`config.mk`:
```
export PLATFORM = sky130hd
export DESIGN_NAME = arrhythmia_classifier
export DESIGN_NICKNAME = d
export VERILOG_FILES = /design/src/logic/fxp_pkg.sv /design/src/logic/net_pkg.sv /design/src/logic/fxp_mac.sv /design/src/logic/activation_unit.sv /design/src/logic/weight_rom.sv /design/src/logic/act_buffer.sv /design/src/logic/layer_sequencer.sv /design/src/logic/arrhythmia_classifier.sv
export SDC_FILE = /design/constraint.sdc
export NUM_CORES = 1
export LEC_CHECK = 0
export BUFFER_PORTS_ARGS = -buffer_cell sky130_fd_sc_hd__buf_2
export CORE_AREA = 2 2 77 79
export CTS_CLUSTER_DIAMETER = 80
export DETAILED_ROUTE_END_ITERATION = 10
export DIE_AREA = 0 0 79 81
export HOLD_SLACK_MARGIN = 0.1
export PLACE_DENSITY = 0.76
export REMOVE_ABC_BUFFERS = 1
export SLEW_MARGIN = 25
export SYNTH_ARGS = -nofsm -noshare
export SYNTH_HDL_FRONTEND = slang
export SYNTH_SLANG_ARGS = --single-unit
```
`constraint.sdc`:
```
create_clock -name clk -period 5.9 [get_ports clk]
set_clock_uncertainty 0.15 [all_clocks]
set_input_delay 0.295 -clock clk [delete_from_list [all_inputs] [get_ports clk]]
set_output_delay 0.295 -clock clk [all_outputs]
set_load 0.01 [all_outputs]
```
`src/logic/weights.hex`:
```
// one 16-bit sign-magnitude word per line, bit 15 sign, bits 14:0 magnitude, 1.0 = 0400
// layer by layer, neuron by neuron, fan-in weights then the bias
0180
8100
0240
80C0
0060
8200
0140
0090
8050
0120
0080
8140
0200
00A0
8180
0210
0070
80E0
8030
0160
8090
8100
0050
8060
0300
0110
8220
0190
0040
81A0
00D0
0030
0000
81C0
0130
8070
0250
00B0
8150
0280
0060
8120
01E0
0200
0090
0170
8190
8040
0120
02C0
8080
0150
0010
8230
8080
8020
80F0
0110
0170
8260
0040
01B0
8210
0240
00E0
0040
0300
8280
0200
8180
0340
8120
0100
0600
8100
8500
0080
0380
0000
8400
8200
0700
8300
0280
0180
0300
8200
0180
8280
0100
0220
8100
8240
0280
8100
0300
8180
0080
0140

```
`src/logic/fxp_pkg.sv`:
```
package fxp_pkg;

    // word width and default binary point
    localparam int word_bits = 16;
    localparam int frac_bits_default = 10;

    // largest 15-bit magnitude
    localparam logic [14:0] mag_max = 15'h7FFF;

    // sign-magnitude word, sign on top
    typedef struct packed {
        logic        sign;
        logic [14:0] mag;
    } fxp_t;

    // sign-magnitude to 32-bit two's complement, exact
    function automatic logic signed [31:0] to_acc(fxp_t v);
        logic signed [31:0] m;
        m = {17'd0, v.mag};
        return v.sign ? -m : m;
    endfunction

    // two's complement back to a word
    // magnitude saturates, zero keeps sign 0
    function automatic fxp_t from_acc(logic signed [31:0] s);
        logic [31:0] m;
        fxp_t        r;
        m = s[31] ? unsigned'(-s) : unsigned'(s);
        r.sign = s[31];
        r.mag = (m > 32'(mag_max)) ? mag_max : m[14:0];
        return r;
    endfunction

endpackage

```
`src/logic/net_pkg.sv`:
```
package net_pkg;

    // feature and score counts
    localparam int n_in = 10;
    localparam int n_out = 2;
    // words per activation bank, widest layer input
    localparam int buf_depth = 10;

    // rom layout, weights then bias per neuron
    localparam logic [6:0] base_hidden1 = 7'd0;
    localparam logic [6:0] base_latent = 7'd66;
    localparam logic [6:0] base_hidden2 = 7'd73;
    localparam logic [6:0] base_output = 7'd85;
    localparam int rom_words = 99;

    typedef enum logic [1:0] {
        layer_hidden1,
        layer_latent,
        layer_hidden2,
        layer_output
    } layer_e;

    typedef enum logic [1:0] {
        act_none,
        act_softplus,
        act_sigmoid
    } act_e;

    // shape of one dense layer
    typedef struct packed {
        logic [3:0] fan_in;
        logic [3:0] n_neurons;
        logic [6:0] rom_base;
        act_e       act;
        logic [2:0] spare;
    } layer_desc_t;

    function automatic layer_desc_t layer_table(layer_e layer);
        layer_desc_t d;
        d = '0;
        case (layer)
            layer_hidden1: d = '{4'd10, 4'd6, base_hidden1, act_softplus, 3'd0};
            layer_latent:  d = '{4'd6, 4'd1, base_latent, act_none, 3'd0};
            layer_hidden2: d = '{4'd1, 4'd6, base_hidden2, act_softplus, 3'd0};
            default:       d = '{4'd6, 4'd2, base_output, act_sigmoid, 3'd0};
        endcase
        return d;
    endfunction

endpackage

```
`src/logic/fxp_mac.sv`:
```
`timescale 1ns/1ns

module fxp_mac #(
    parameter int frac_bits = fxp_pkg::frac_bits_default
) (
    input  logic          clk,
    input  logic          reset,
    input  logic          clear,
    input  logic          acc_en,
    input  logic          finish,
    input  fxp_pkg::fxp_t w,
    input  fxp_pkg::fxp_t a,
    output fxp_pkg::fxp_t result,
    output logic          result_valid
);

    logic [29:0]        prod_full;
    logic [29:0]        prod_mag;
    logic signed [31:0] prod_s;
    logic signed [31:0] acc;
    logic signed [31:0] acc_base;
    logic signed [31:0] sum_bias;

    // full 15x15 product, then drop the fraction bits
    assign prod_full = w.mag * a.mag;
    assign prod_mag = prod_full >> frac_bits;
    // product sign from both operands
    assign prod_s = (w.sign ^ a.sign) ? -$signed({2'b00, prod_mag})
                                      : $signed({2'b00, prod_mag});

    // first weight of a neuron starts from zero
    assign acc_base = clear ? 32'sd0 : acc;

    // bias sits on w during finish
    assign sum_bias = acc + fxp_pkg::to_acc(w);

    // accumulator, exact sum
    always_ff @(posedge clk) begin
        if (acc_en) begin
            acc <= acc_base + prod_s;
        end
    end

    // neuron value, saturated back to a word
    always_ff @(posedge clk) begin
        if (finish) begin
            result <= fxp_pkg::from_acc(sum_bias);
        end
    end

    // one pulse per finished neuron
    always_ff @(posedge clk or posedge reset) begin
        if (reset) begin
            result_valid <= 1'b0;
        end else begin
            result_valid <= finish;
        end
    end

endmodule

```
`src/logic/activation_unit.sv`:
```
`timescale 1ns/1ns

module activation_unit #(
    parameter int frac_bits = fxp_pkg::frac_bits_default
) (
    input  net_pkg::act_e kind,
    input  fxp_pkg::fxp_t d,
    output fxp_pkg::fxp_t q
);

    // breakpoints at 0.5, 1.0 and 2.0
    localparam logic signed [31:0] one_v = 32'sd1 <<< frac_bits;
    localparam logic signed [31:0] half_v = one_v >>> 1;
    localparam logic signed [31:0] two_v = one_v <<< 1;

    fxp_pkg::fxp_t      d_half;
    fxp_pkg::fxp_t      d_quarter;
    logic signed [31:0] x_v;
    logic signed [31:0] sp_sum;
    logic signed [31:0] sg_sum;

    assign x_v = fxp_pkg::to_acc(d);

    // scale by magnitude shift, sign kept
    assign d_half = '{sign: d.sign, mag: d.mag >> 1};
    assign d_quarter = '{sign: d.sign, mag: d.mag >> 2};

    // softplus middle segment x/2 + 1
    assign sp_sum = fxp_pkg::to_acc(d_half) + one_v;
    // sigmoid line x/4 + 0.5
    assign sg_sum = fxp_pkg::to_acc(d_quarter) + half_v;

    always_comb begin
        case (kind)
            net_pkg::act_softplus: begin
                if (x_v <= -two_v) begin
                    q = '0;
                end else if (x_v >= two_v) begin
                    q = d;
                end else begin
                    q = fxp_pkg::from_acc(sp_sum);
                end
            end
            net_pkg::act_sigmoid: begin
                // clamp into 0 .. 1.0
                if (sg_sum < 0) begin
                    q = '0;
                end else if (sg_sum > one_v) begin
                    q = fxp_pkg::from_acc(one_v);
                end else begin
                    q = fxp_pkg::from_acc(sg_sum);
                end
            end
            default: q = d;
        endcase
    end

endmodule

```
`src/logic/weight_rom.sv`:
```
`timescale 1ns/1ns

module weight_rom (
    input  logic          clk,
    input  logic [6:0]    addr,
    output fxp_pkg::fxp_t data
);

    // all layers back to back, weights then bias per neuron
    logic [fxp_pkg::word_bits-1:0] mem [net_pkg::rom_words];

    initial begin
        $readmemh("/design/src/logic/weights.hex", mem);
    end

    // registered read, one cycle
    always_ff @(posedge clk) begin
        data <= mem[addr];
    end

endmodule

```
`src/logic/act_buffer.sv`:
```
`timescale 1ns/1ns

module act_buffer (
    input  logic                                clk,
    input  logic                                reset,
    input  logic                                load,
    input  fxp_pkg::fxp_t [net_pkg::n_in-1:0]   x_in,
    input  logic                                rd_bank,
    input  logic [3:0]                          rd_idx,
    output fxp_pkg::fxp_t                       rd_data,
    input  logic                                wr_en,
    input  logic [3:0]                          wr_idx,
    input  fxp_pkg::fxp_t                       wr_data
);

    // two ping-pong banks
    fxp_pkg::fxp_t mem [2][net_pkg::buf_depth];

    always_ff @(posedge clk) begin
        if (load) begin
            // features always land in bank 0
            for (int i = 0; i < net_pkg::n_in; i++) begin
                mem[0][i] <= x_in[i];
            end
        end else if (wr_en) begin
            // layer output fills the bank not being read
            mem[!rd_bank][wr_idx] <= wr_data;
        end
    end

    // registered read, lines up with the rom
    // bias step reads past the end, give zero
    always_ff @(posedge clk or posedge reset) begin
        if (reset) begin
            rd_data <= '0;
        end else if (rd_idx < net_pkg::buf_depth) begin
            rd_data <= mem[rd_bank][rd_idx];
        end else begin
            rd_data <= '0;
        end
    end

endmodule

```
`src/logic/layer_sequencer.sv`:
```
`timescale 1ns/1ns

module layer_sequencer (
    input  logic                                clk,
    input  logic                                reset,
    input  logic                                start,
    output logic [6:0]                          rom_addr,
    output logic                                rd_bank,
    output logic [3:0]                          rd_idx,
    output logic [3:0]                          wr_idx,
    output logic                                load,
    output logic                                clear,
    output logic                                acc_en,
    output logic                                finish,
    output net_pkg::act_e                       act_kind,
    input  logic                                result_valid,
    input  fxp_pkg::fxp_t                       act_q,
    output logic                                wr_en,
    output fxp_pkg::fxp_t [net_pkg::n_out-1:0]  y,
    output logic                                busy,
    output logic                                done
);

    typedef enum logic [1:0] {
        st_idle,
        st_run,
        st_drain
    } state_e;

    state_e                             state;
    net_pkg::layer_e                    layer;
    net_pkg::layer_e                    next_layer;
    net_pkg::layer_desc_t               desc;
    net_pkg::layer_desc_t               next_desc;
    logic [3:0]                         neuron;
    logic [3:0]                         in_idx;
    logic [3:0]                         wr_cnt;
    logic [6:0]                         rom_ptr;
    logic                               bias_step;
    logic                               last_neuron;
    logic                               last_result;
    logic                               final_result;
    fxp_pkg::fxp_t [net_pkg::n_out-1:0] y_stage;

    // shape of the current and the following layer
    assign desc = net_pkg::layer_table(layer);
    assign next_layer = net_pkg::layer_e'(layer + 2'd1);
    assign next_desc = net_pkg::layer_table(next_layer);

    // in_idx == fan_in means bias word on the rom
    assign bias_step = (in_idx == desc.fan_in);
    assign last_neuron = (neuron == desc.n_neurons - 4'd1);
    assign last_result = result_valid && (wr_cnt == desc.n_neurons - 4'd1);
    assign final_result = (state == st_drain) && last_result
                          && (layer == net_pkg::layer_output);

    assign load = start && (state == st_idle);
    assign rom_addr = rom_ptr;
    assign rd_idx = in_idx;
    assign wr_idx = wr_cnt;
    assign wr_en = result_valid && (state != st_idle);
    assign act_kind = desc.act;

    // mac strobes one cycle late, to match rom and buffer reads
    always_ff @(posedge clk or posedge reset) begin
        if (reset) begin
            clear <= 1'b0;
            acc_en <= 1'b0;
            finish <= 1'b0;
        end else begin
            clear <= (state == st_run) && (in_idx == 4'd0);
            acc_en <= (state == st_run) && !bias_step;
            finish <= (state == st_run) && bias_step;
        end
    end

    always_ff @(posedge clk or posedge reset) begin
        if (reset) begin
            state <= st_idle;
            layer <= net_pkg::layer_hidden1;
            neuron <= 4'd0;
            in_idx <= 4'd0;
            wr_cnt <= 4'd0;
            rom_ptr <= 7'd0;
            rd_bank <= 1'b0;
            busy <= 1'b0;
            done <= 1'b0;
        end else begin
            done <= 1'b0;
            // one result per neuron, written in order
            if (wr_en) begin
                wr_cnt <= wr_cnt + 4'd1;
            end
            case (state)
                st_idle: begin
                    // features captured by load this cycle
                    if (start) begin
                        state <= st_run;
                        busy <= 1'b1;
                        layer <= net_pkg::layer_hidden1;
                        neuron <= 4'd0;
                        in_idx <= 4'd0;
                        wr_cnt <= 4'd0;
                        rom_ptr <= net_pkg::layer_table(net_pkg::layer_hidden1).rom_base;
                        rd_bank <= 1'b0;
                    end
                end
                st_run: begin
                    // one rom word per cycle
                    rom_ptr <= rom_ptr + 7'd1;
                    if (bias_step) begin
                        in_idx <= 4'd0;
                        if (last_neuron) begin
                            state <= st_drain;
                        end else begin
                            neuron <= neuron + 4'd1;
                        end
                    end else begin
                        in_idx <= in_idx + 4'd1;
                    end
                end
                st_drain: begin
                    // wait until the last neuron is written back
                    if (last_result) begin
                        wr_cnt <= 4'd0;
                        neuron <= 4'd0;
                        in_idx <= 4'd0;
                        if (layer == net_pkg::layer_output) begin
                            state <= st_idle;
                            busy <= 1'b0;
                            done <= 1'b1;
                        end else begin
                            // next layer reads what this one wrote
                            layer <= next_layer;
                            rom_ptr <= next_desc.rom_base;
                            rd_bank <= !rd_bank;
                            state <= st_run;
                        end
                    end
                end
                default: state <= st_idle;
            endcase
        end
    end

    // scores gathered here, y only moves with done
    always_ff @(posedge clk) begin
        if (wr_en && (layer == net_pkg::layer_output) && (wr_cnt < net_pkg::n_out)) begin
            y_stage[wr_cnt] <= act_q;
        end
    end

    always_ff @(posedge clk or posedge reset) begin
        if (reset) begin
            y <= '0;
        end else if (final_result) begin
            for (int i = 0; i < net_pkg::n_out; i++) begin
                y[i] <= (i == wr_cnt) ? act_q : y_stage[i];
            end
        end
    end

endmodule

```
`src/logic/arrhythmia_classifier.sv`:
```
`timescale 1ns/1ns

module arrhythmia_classifier #(
    parameter int frac_bits = fxp_pkg::frac_bits_default
) (
    input  logic                                clk,
    input  logic                                reset,
    input  logic                                start,
    input  fxp_pkg::fxp_t [net_pkg::n_in-1:0]   x,
    output fxp_pkg::fxp_t [net_pkg::n_out-1:0]  y,
    output logic                                busy,
    output logic                                done
);

    logic [6:0]    rom_addr;
    fxp_pkg::fxp_t rom_data;
    logic          rd_bank;
    logic [3:0]    rd_idx;
    logic [3:0]    wr_idx;
    fxp_pkg::fxp_t rd_data;
    logic          load;
    logic          clear;
    logic          acc_en;
    logic          finish;
    logic          wr_en;
    net_pkg::act_e act_kind;
    fxp_pkg::fxp_t mac_result;
    logic          mac_valid;
    fxp_pkg::fxp_t act_q;

    // walks layers, neurons and inputs
    layer_sequencer i_sequencer (
        .clk          (clk),
        .reset        (reset),
        .start        (start),
        .rom_addr     (rom_addr),
        .rd_bank      (rd_bank),
        .rd_idx       (rd_idx),
        .wr_idx       (wr_idx),
        .load         (load),
        .clear        (clear),
        .acc_en       (acc_en),
        .finish       (finish),
        .act_kind     (act_kind),
        .result_valid (mac_valid),
        .act_q        (act_q),
        .wr_en        (wr_en),
        .y            (y),
        .busy         (busy),
        .done         (done)
    );

    weight_rom i_rom (
        .clk  (clk),
        .addr (rom_addr),
        .data (rom_data)
    );

    act_buffer i_buffer (
        .clk     (clk),
        .reset   (reset),
        .load    (load),
        .x_in    (x),
        .rd_bank (rd_bank),
        .rd_idx  (rd_idx),
        .rd_data (rd_data),
        .wr_en   (wr_en),
        .wr_idx  (wr_idx),
        .wr_data (act_q)
    );

    // single shared mac for every layer
    fxp_mac #(
        .frac_bits (frac_bits)
    ) i_mac (
        .clk          (clk),
        .reset        (reset),
        .clear        (clear),
        .acc_en       (acc_en),
        .finish       (finish),
        .w            (rom_data),
        .a            (rd_data),
        .result       (mac_result),
        .result_valid (mac_valid)
    );

    activation_unit #(
        .frac_bits (frac_bits)
    ) i_act (
        .kind (act_kind),
        .d    (mac_result),
        .q    (act_q)
    );

endmodule

```
Word level (Yosys, flattened, before mapping)
Memory sizes are Yosys's and may differ from the RTL's.
Index checks and enable logic that the tools add are counted.
- bits in registers: 167
- bits in writable memories: 320
- bits of input ports: 163
- output and inout bits: 34
- word-level logic and storage cells: 176
- memories kept: 1
- memories (memory ; words ; bits a word ; rd ports ; clocked after Yosys merged registers in ; wr ports ; RTL line ; RTL):
    i_buffer.mem ; 2 ; 160 ; 1 ; 0 ; 1 ; act_buffer.sv:17 ; fxp_pkg::fxp_t mem [2][net_pkg::buf_depth];
- add/subtract/negate cells: 17
- multiply operators: 1
- magnitude comparators: 14
- eq/ne operators: 18
- muxes and demuxes: 68
- bitwise logic cells: 3
- reductions and logical operators: 27
- operators by type and width (kind ; count):
    $mux W160 ; 3
    $mux W32 ; 9
    $mux W16 ; 11
    $reduce_or A160 Y1 ; 1
    $gt A32 B15 Y1 const B ; 3
    $neg A32 Y32 ; 3
    $add A32 B32 Y32 ; 2
    $bmux W16 S4 ; 1
    $demux W16 S4 ; 1
    $neg A15 Y32 ; 2
    $pmux W20 S3 ; 1
    $add A32 B11 Y32 const B ; 1
    $add A32 B12 Y32 const B ; 1
    $bwmux W32 ; 1
    $ge A32 B13 Y1 const B ; 1
    $gt A32 B12 Y1 const B ; 1
    $le A32 B12 Y1 const B ; 1
    $lt A32 B1 Y1 const B ; 1
    $mux W4 ; 8
    $neg A13 Y32 ; 1
    $neg A14 Y32 ; 1
    $neg A20 Y32 ; 1
    $pmux W16 S2 ; 1
    $mul A15 B15 Y30 ; 1
    other kinds (34) ; 91

Longest topological paths before layout
- word-level depth: 11
- depth in mapped cells: 10
- gate-level depth less buffers: 9

Cells and area by module
From an unflattened synthesis, not the netlist that was laid out.
- cells, all modules: 3321
- area, all modules: 35768.1 sq um
- modules (own cells, without submodules) (module ; times used ; cells an instance ; area an instance (sq um) ; sequential area each (sq um)):
    act_buffer ; 1 ; 844 ; 14438.8 ; 10009.6
    fxp_mac ; 1 ; 1663 ; 14136.1 ; 1466.4
    layer_sequencer ; 1 ; 391 ; 4464.3 ; 2487.4
    activation_unit ; 1 ; 406 ; 2605.0 ; 0.0
    weight_rom ; 1 ; 17 ; 123.9 ; 0.0

Worst setup path after synthesis
OpenSTA, ideal clock, no wires.
- path type: reg2reg
- start: register i_sequencer.layer[1]
- end: register i_sequencer.layer[1]
- setup time: 0.126 ns
- arrival time: 2.442 ns
- data required time: 5.624 ns
- setup slack: 3.182 ns
- cell stages (with the launch flop): 10
- buffers on the path: 0
- period minus slack after synthesis: 2.718 ns
- cells stage by stage: dfrtp_1 > inv_1 > ha_1 > inv_1 > ha_1 > xnor2_1 > or4_4 > or3_4 > o211a_1 > a221o_1
- word-level cells in the longest chain between the ends: 7
- elaborated cells on any way between the ends: 15
- those cells by class: add/sub (2); eq/ne (6); mux (4); reduce/logical (3)
- ends and longest elaborated chain (item ; RTL line ; RTL):
    from (decl) ; layer_sequencer.sv:31 ; net_pkg::layer_e layer;
    from (signal assigned) ; layer_sequencer.sv:80 ; layer <= net_pkg::layer_hidden1;
    from (signal assigned) ; layer_sequencer.sv:100 ; layer <= net_pkg::layer_hidden1;
    from (signal assigned) ; layer_sequencer.sv:134 ; layer <= next_layer;
    $eq A2 B2 Y1 (tied with other cells) ; net_pkg.sv:41 ; case (layer)
    $pmux W20 S3 ; net_pkg.sv:41 ;
    $sub A4 B1 Y4 ; layer_sequencer.sv:53 ; assign last_result = result_valid && (wr_cnt == desc.n_neurons - 4'd1);
    $eq A4 B4 Y1 ; layer_sequencer.sv:53 ;
    $logic_and A1 B1 Y1 ; layer_sequencer.sv:53 ;
    $ne A2 B1 Y1 (no line) ; n/a ;
    $reduce_and A4 Y1 (no line) ; n/a ;
Several ways; a longest one is shown, not always the timed one. The select of a mux whose other input is x is not followed.
A chain may end at the register's enable or synchronous reset.

Worst setup path after layout
- start: register i_sequencer.layer[0]
- end: register i_sequencer.neuron[0]
- word-level cells in the longest chain between the ends: 7
- elaborated cells on any way between the ends: 13
- those cells by class: add/sub (1); eq/ne (8); mux (1); reduce/logical (3)
- ends and longest elaborated chain (item ; RTL line ; RTL):
    $eq A2 B2 Y1 (tied with other cells) ; net_pkg.sv:41 ;
    $pmux W20 S3 (*) ; net_pkg.sv:41 ;
    $sub A4 B1 Y4 ; layer_sequencer.sv:52, layer_sequencer.sv:53 ;
    $eq A4 B4 Y1 ; layer_sequencer.sv:53 ;
    $logic_and A1 B1 Y1 ; layer_sequencer.sv:53 ;
    $ne A2 B1 Y1 (no line) ; n/a ;
    $reduce_and A5 Y1 (no line) (*) ; n/a ;
    to (signal assigned) ; layer_sequencer.sv:116 ; neuron <= neuron + 4'd1;
    to (decl) ; layer_sequencer.sv:35 ; logic [3:0] neuron;
Mark *: on every way between the ends. The rest lies on a longest branch, timed or not.

==> impl_metrics.toml <==
[floorplanning]
placementRows = 28
dieArea_um2 = 6400
die_y_um = 81
initial_core_util = 0.313
ios = 197
core-area_um2 = 5680
die_x_um = 79

[timing]
finalCriticalPeriod_ns = 3.08
post-route-period-util = 0.522
slew_viol_final = 0
fmax_mhz = 325
tightest_slew_ns = 0.513
setup_viol = 0
hold_viol_final = 0
finalSetupTns_ns = 0
rsz0062_at_grt = "no"
slew_headroom = 0.653

[cts]
postCtsSetupRepairBufs = 0
cts_buffers = 3
hold_buffers = 1
cts_buffer_depth = 2
clk_pin_slew_ns = 0.09
cts_tree = "yes"
post_cts_resized = 0
clock-sinks = 28
htreeDepth = 1
root_buffer = "clkbuf_8"
clock_latency_ns = 0.27

[placed_design]
globalplace.congestion = 0.857
dpl.hpwl_mm = 2.34
dpl_cell_area_um2 = 1780
portBuffers = 8

[route]
dr_total_vias = 1226
drt-vias-per-instance = 4.59
avgRoutedWirePerCell_um = 11.4
drt_pass1_iterations = 4
drtIter0Drc = 55
wl_mm = 3.05
drc_errors = 0
antenna_left = 0

[yosys]
synth_seq_cells = 28
synth_cell_types = 43
netlist_area_um2 = 1770
synth.yosys.seq_area_share = 0.406
yosys_warnings = 0
yosysTopAreaCellShare = 0.339
synth_cells = 184
synth.area.top_cells = "dfrtp_1 (34%), buf_4 (12%), ha_1 (7.8%)"
synth_area_leader_cell = "dfrtp_1"
avgSynthCellArea_um2 = 9.64

[hold_path]
hold_class = "reg2reg"

[final_layout]
final_area_um2 = 1860
n_fill_cell = 582
syn_to_final_growth_pct = 4.87
multi_input_area_um2 = 883
final_nets = 367
regArea_um2 = 721
drive_gt1_frac = 0.0885
antenna_cells = 0

[setup_path]
crit_required_ns = 5.91
critPathLaunchType = "flop"
cp-end-kind = "flop"
crit_type = "reg2reg"
crit_fanout = 9
crit_arrival_ns = 3.09

[grt]
grt_max_degree = 25
grt_pass1_vias = 1160
antenna_found_initial = 0
grt_pass1_wl_mm = 5.52
grt_overflow = 0
grt_use_total = 0.108

[pwr]
ir_worst_vdd_v = 0.000123
clock_power_share = 0.414
p_per_area_nw_per_um2 = 192
power_frac_comb = 0.038
seqPwrFrac = 0.547
power.leakage_nw = 0.891
p_sw_mw = 0.0693
switching_share = 0.194
p_int_mw = 0.287

[outcome]
outcome = "complete, no violations"

[run]
max_cap_viol_count = 0
==> synthesized netlist by cell type, drive strengths merged <==
| library cell | n |
|---|---|
| a221o | 1 |
| nand3 | 3 |
| o211a | 1 |
| a32o | 2 |
| nor2b | 1 |
| a211o | 1 |
| xor2 | 3 |
| dfrtp | 24 |
| o22ai | 2 |
| nand2 | 18 |
| nand4 | 1 |
| o211ai | 3 |
| edfxtp | 4 |
| mux2i | 3 |
| o311ai | 1 |
| o21ai | 10 |
| o2bb2ai | 2 |
| ha | 11 |
| or4 | 2 |
| nand2b | 1 |
| xnor2 | 10 |
| buf | 29 |
| a21o | 3 |
| a21oi | 9 |
| a22o | 1 |
| conb | 1 |
| or3 | 2 |
| and2 | 1 |
| o21ba | 1 |
| nor2 | 9 |
| nor3b | 2 |
| nor4 | 1 |
| inv | 11 |
| nor4b | 2 |
| and3b | 1 |
| and3 | 1 |
| clkbuf | 3 |
| nor3 | 2 |
| o21a | 1 |
==> kinds of logic (layout without fill, tap and decap cells) <==
group | Yosys count | in the layout | synth area share
buffers and inverters | 43 | 24 | 0.153
multiplexers | 3 | 3 | 0.0169
XOR/XNOR | 13 | 13 | 0.0642
flip-flops | 28 | 28 | 0.406
adder cells (fa/ha/maj) | 11 | 11 | 0.0776
AO/OA/AOI/OAI | 38 | 38 | 0.144
AND/OR/NAND/NOR | 47 | 47 | 0.136
other | 1 | 28 | 0.00211
==> area by class of cell <==
cell class                      instances  area share
Multi-Input combinational cell        140       0.475
Clock inverter                          1      0.0161
Tap cell                               75      0.0504
Inverter                               11      0.0222
Clock buffer                            3      0.0222
Sequential cell                        28       0.387
Timing Repair Buffer                    9      0.0269
==> cells in the final DEF (no fill, tap or decap), drive strengths merged, types with 2 or more instances in the layout <==
cell      n
a32o      2
inv      11
clkbuf    3
nor4b     2
a21o      3
o2bb2ai   2
nor2      9
edfxtp    4
ha       11
o211ai    3
conb     28
o21ai    10
a21oi     9
nand3     3
nor3      2
xnor2    10
or3       2
nand2    18
xor2      3
mux2i     3
o22ai     2
dfrtp    24
nor3b     2
or4       2
buf       8
==> registers in the layout, indices dropped and copies added, names as in the netlist <==
signal and flops:
i_sequencer.done 1, i_sequencer.busy 1, i_sequencer.layer 2, i_sequencer.y_stage 4, i_sequencer.y 4, i_sequencer.state 2, i_sequencer.rd_idx 4, i_sequencer.wr_idx 4
i_sequencer.finish 1, i_sequencer.neuron 4, i_mac.result_valid 1
==> stage by stage <==
| step | setup slack [ns] | utilization | cells | total power [mW] | hold slack (ns) |
|---|---|---|---|---|---|
| final | 2.82 | 0.328 | 267 | 0.356 | 0.206 |
| after global routing | 2.68 | 0.328 | 267 | 0.375 | 0.237 |
| after CTS | 2.80 | 0.328 | 267 | 0.359 | 0.209 |
| after detailed placement | 2.83 | 0.313 | 262 | 0.212 | 0.193 |
| after global placement | 2.90 | 0.313 | 262 | 0.212 | 0.185 |
| after floorplan | 3.16 | - | 179 | 0.210 | 0.160 |
==> worst max-delay path, cell delays in order (launching register included) <==
cell	delay [ns]
dfrtp_1	0.56
ha_1	0.30
inv_1	0.06
ha_1	0.34
xnor2_1	0.16
or4_4	0.53
o211ai_1	0.39
o21ai_0	0.21
a22o_1	0.27
==> power by group through the flow <==
stage	sequential, mW	combinational (mW)	clock (mW)
after detailed placement	0.199	0.0129	0
after CTS	0.195	0.0135	0.151
after floorplan	0.199	0.0109	0
after global placement	0.199	0.0128	0
after global routing	0.195	0.0162	0.164
final	0.195	0.0137	0.148
==> metal layers <==
layer | vias to the layer above | track usage | share of wire
li1 | 587 | - | -
met1 | 596 | 0.150 | 0.48
met2 | 39 | 0.172 | 0.46
met3 | 4 | 0.0167 | 0.052
met4 | 0 | 0.0362 | 0.013
met5 | - | 0 | 0
==> final timing paths <==
path	startpoint	endpoint	slack, ns	depth (start not counted)
worst max-delay path	i_sequencer.layer[0]	i_sequencer.neuron[0]	2.82	8
worst min-delay path	i_sequencer.finish	i_mac.result_valid	0.21	0
worst max register to register	i_sequencer.layer[0]	i_sequencer.neuron[0]	2.82	8
worst min register to register	i_sequencer.finish	i_mac.result_valid	0.21	0
max in group asynchronous	reset	i_sequencer.neuron[1]	4.81	3
min in group asynchronous	reset	i_sequencer.neuron[3]	0.44	3
(Power assumes the default switching activity.)
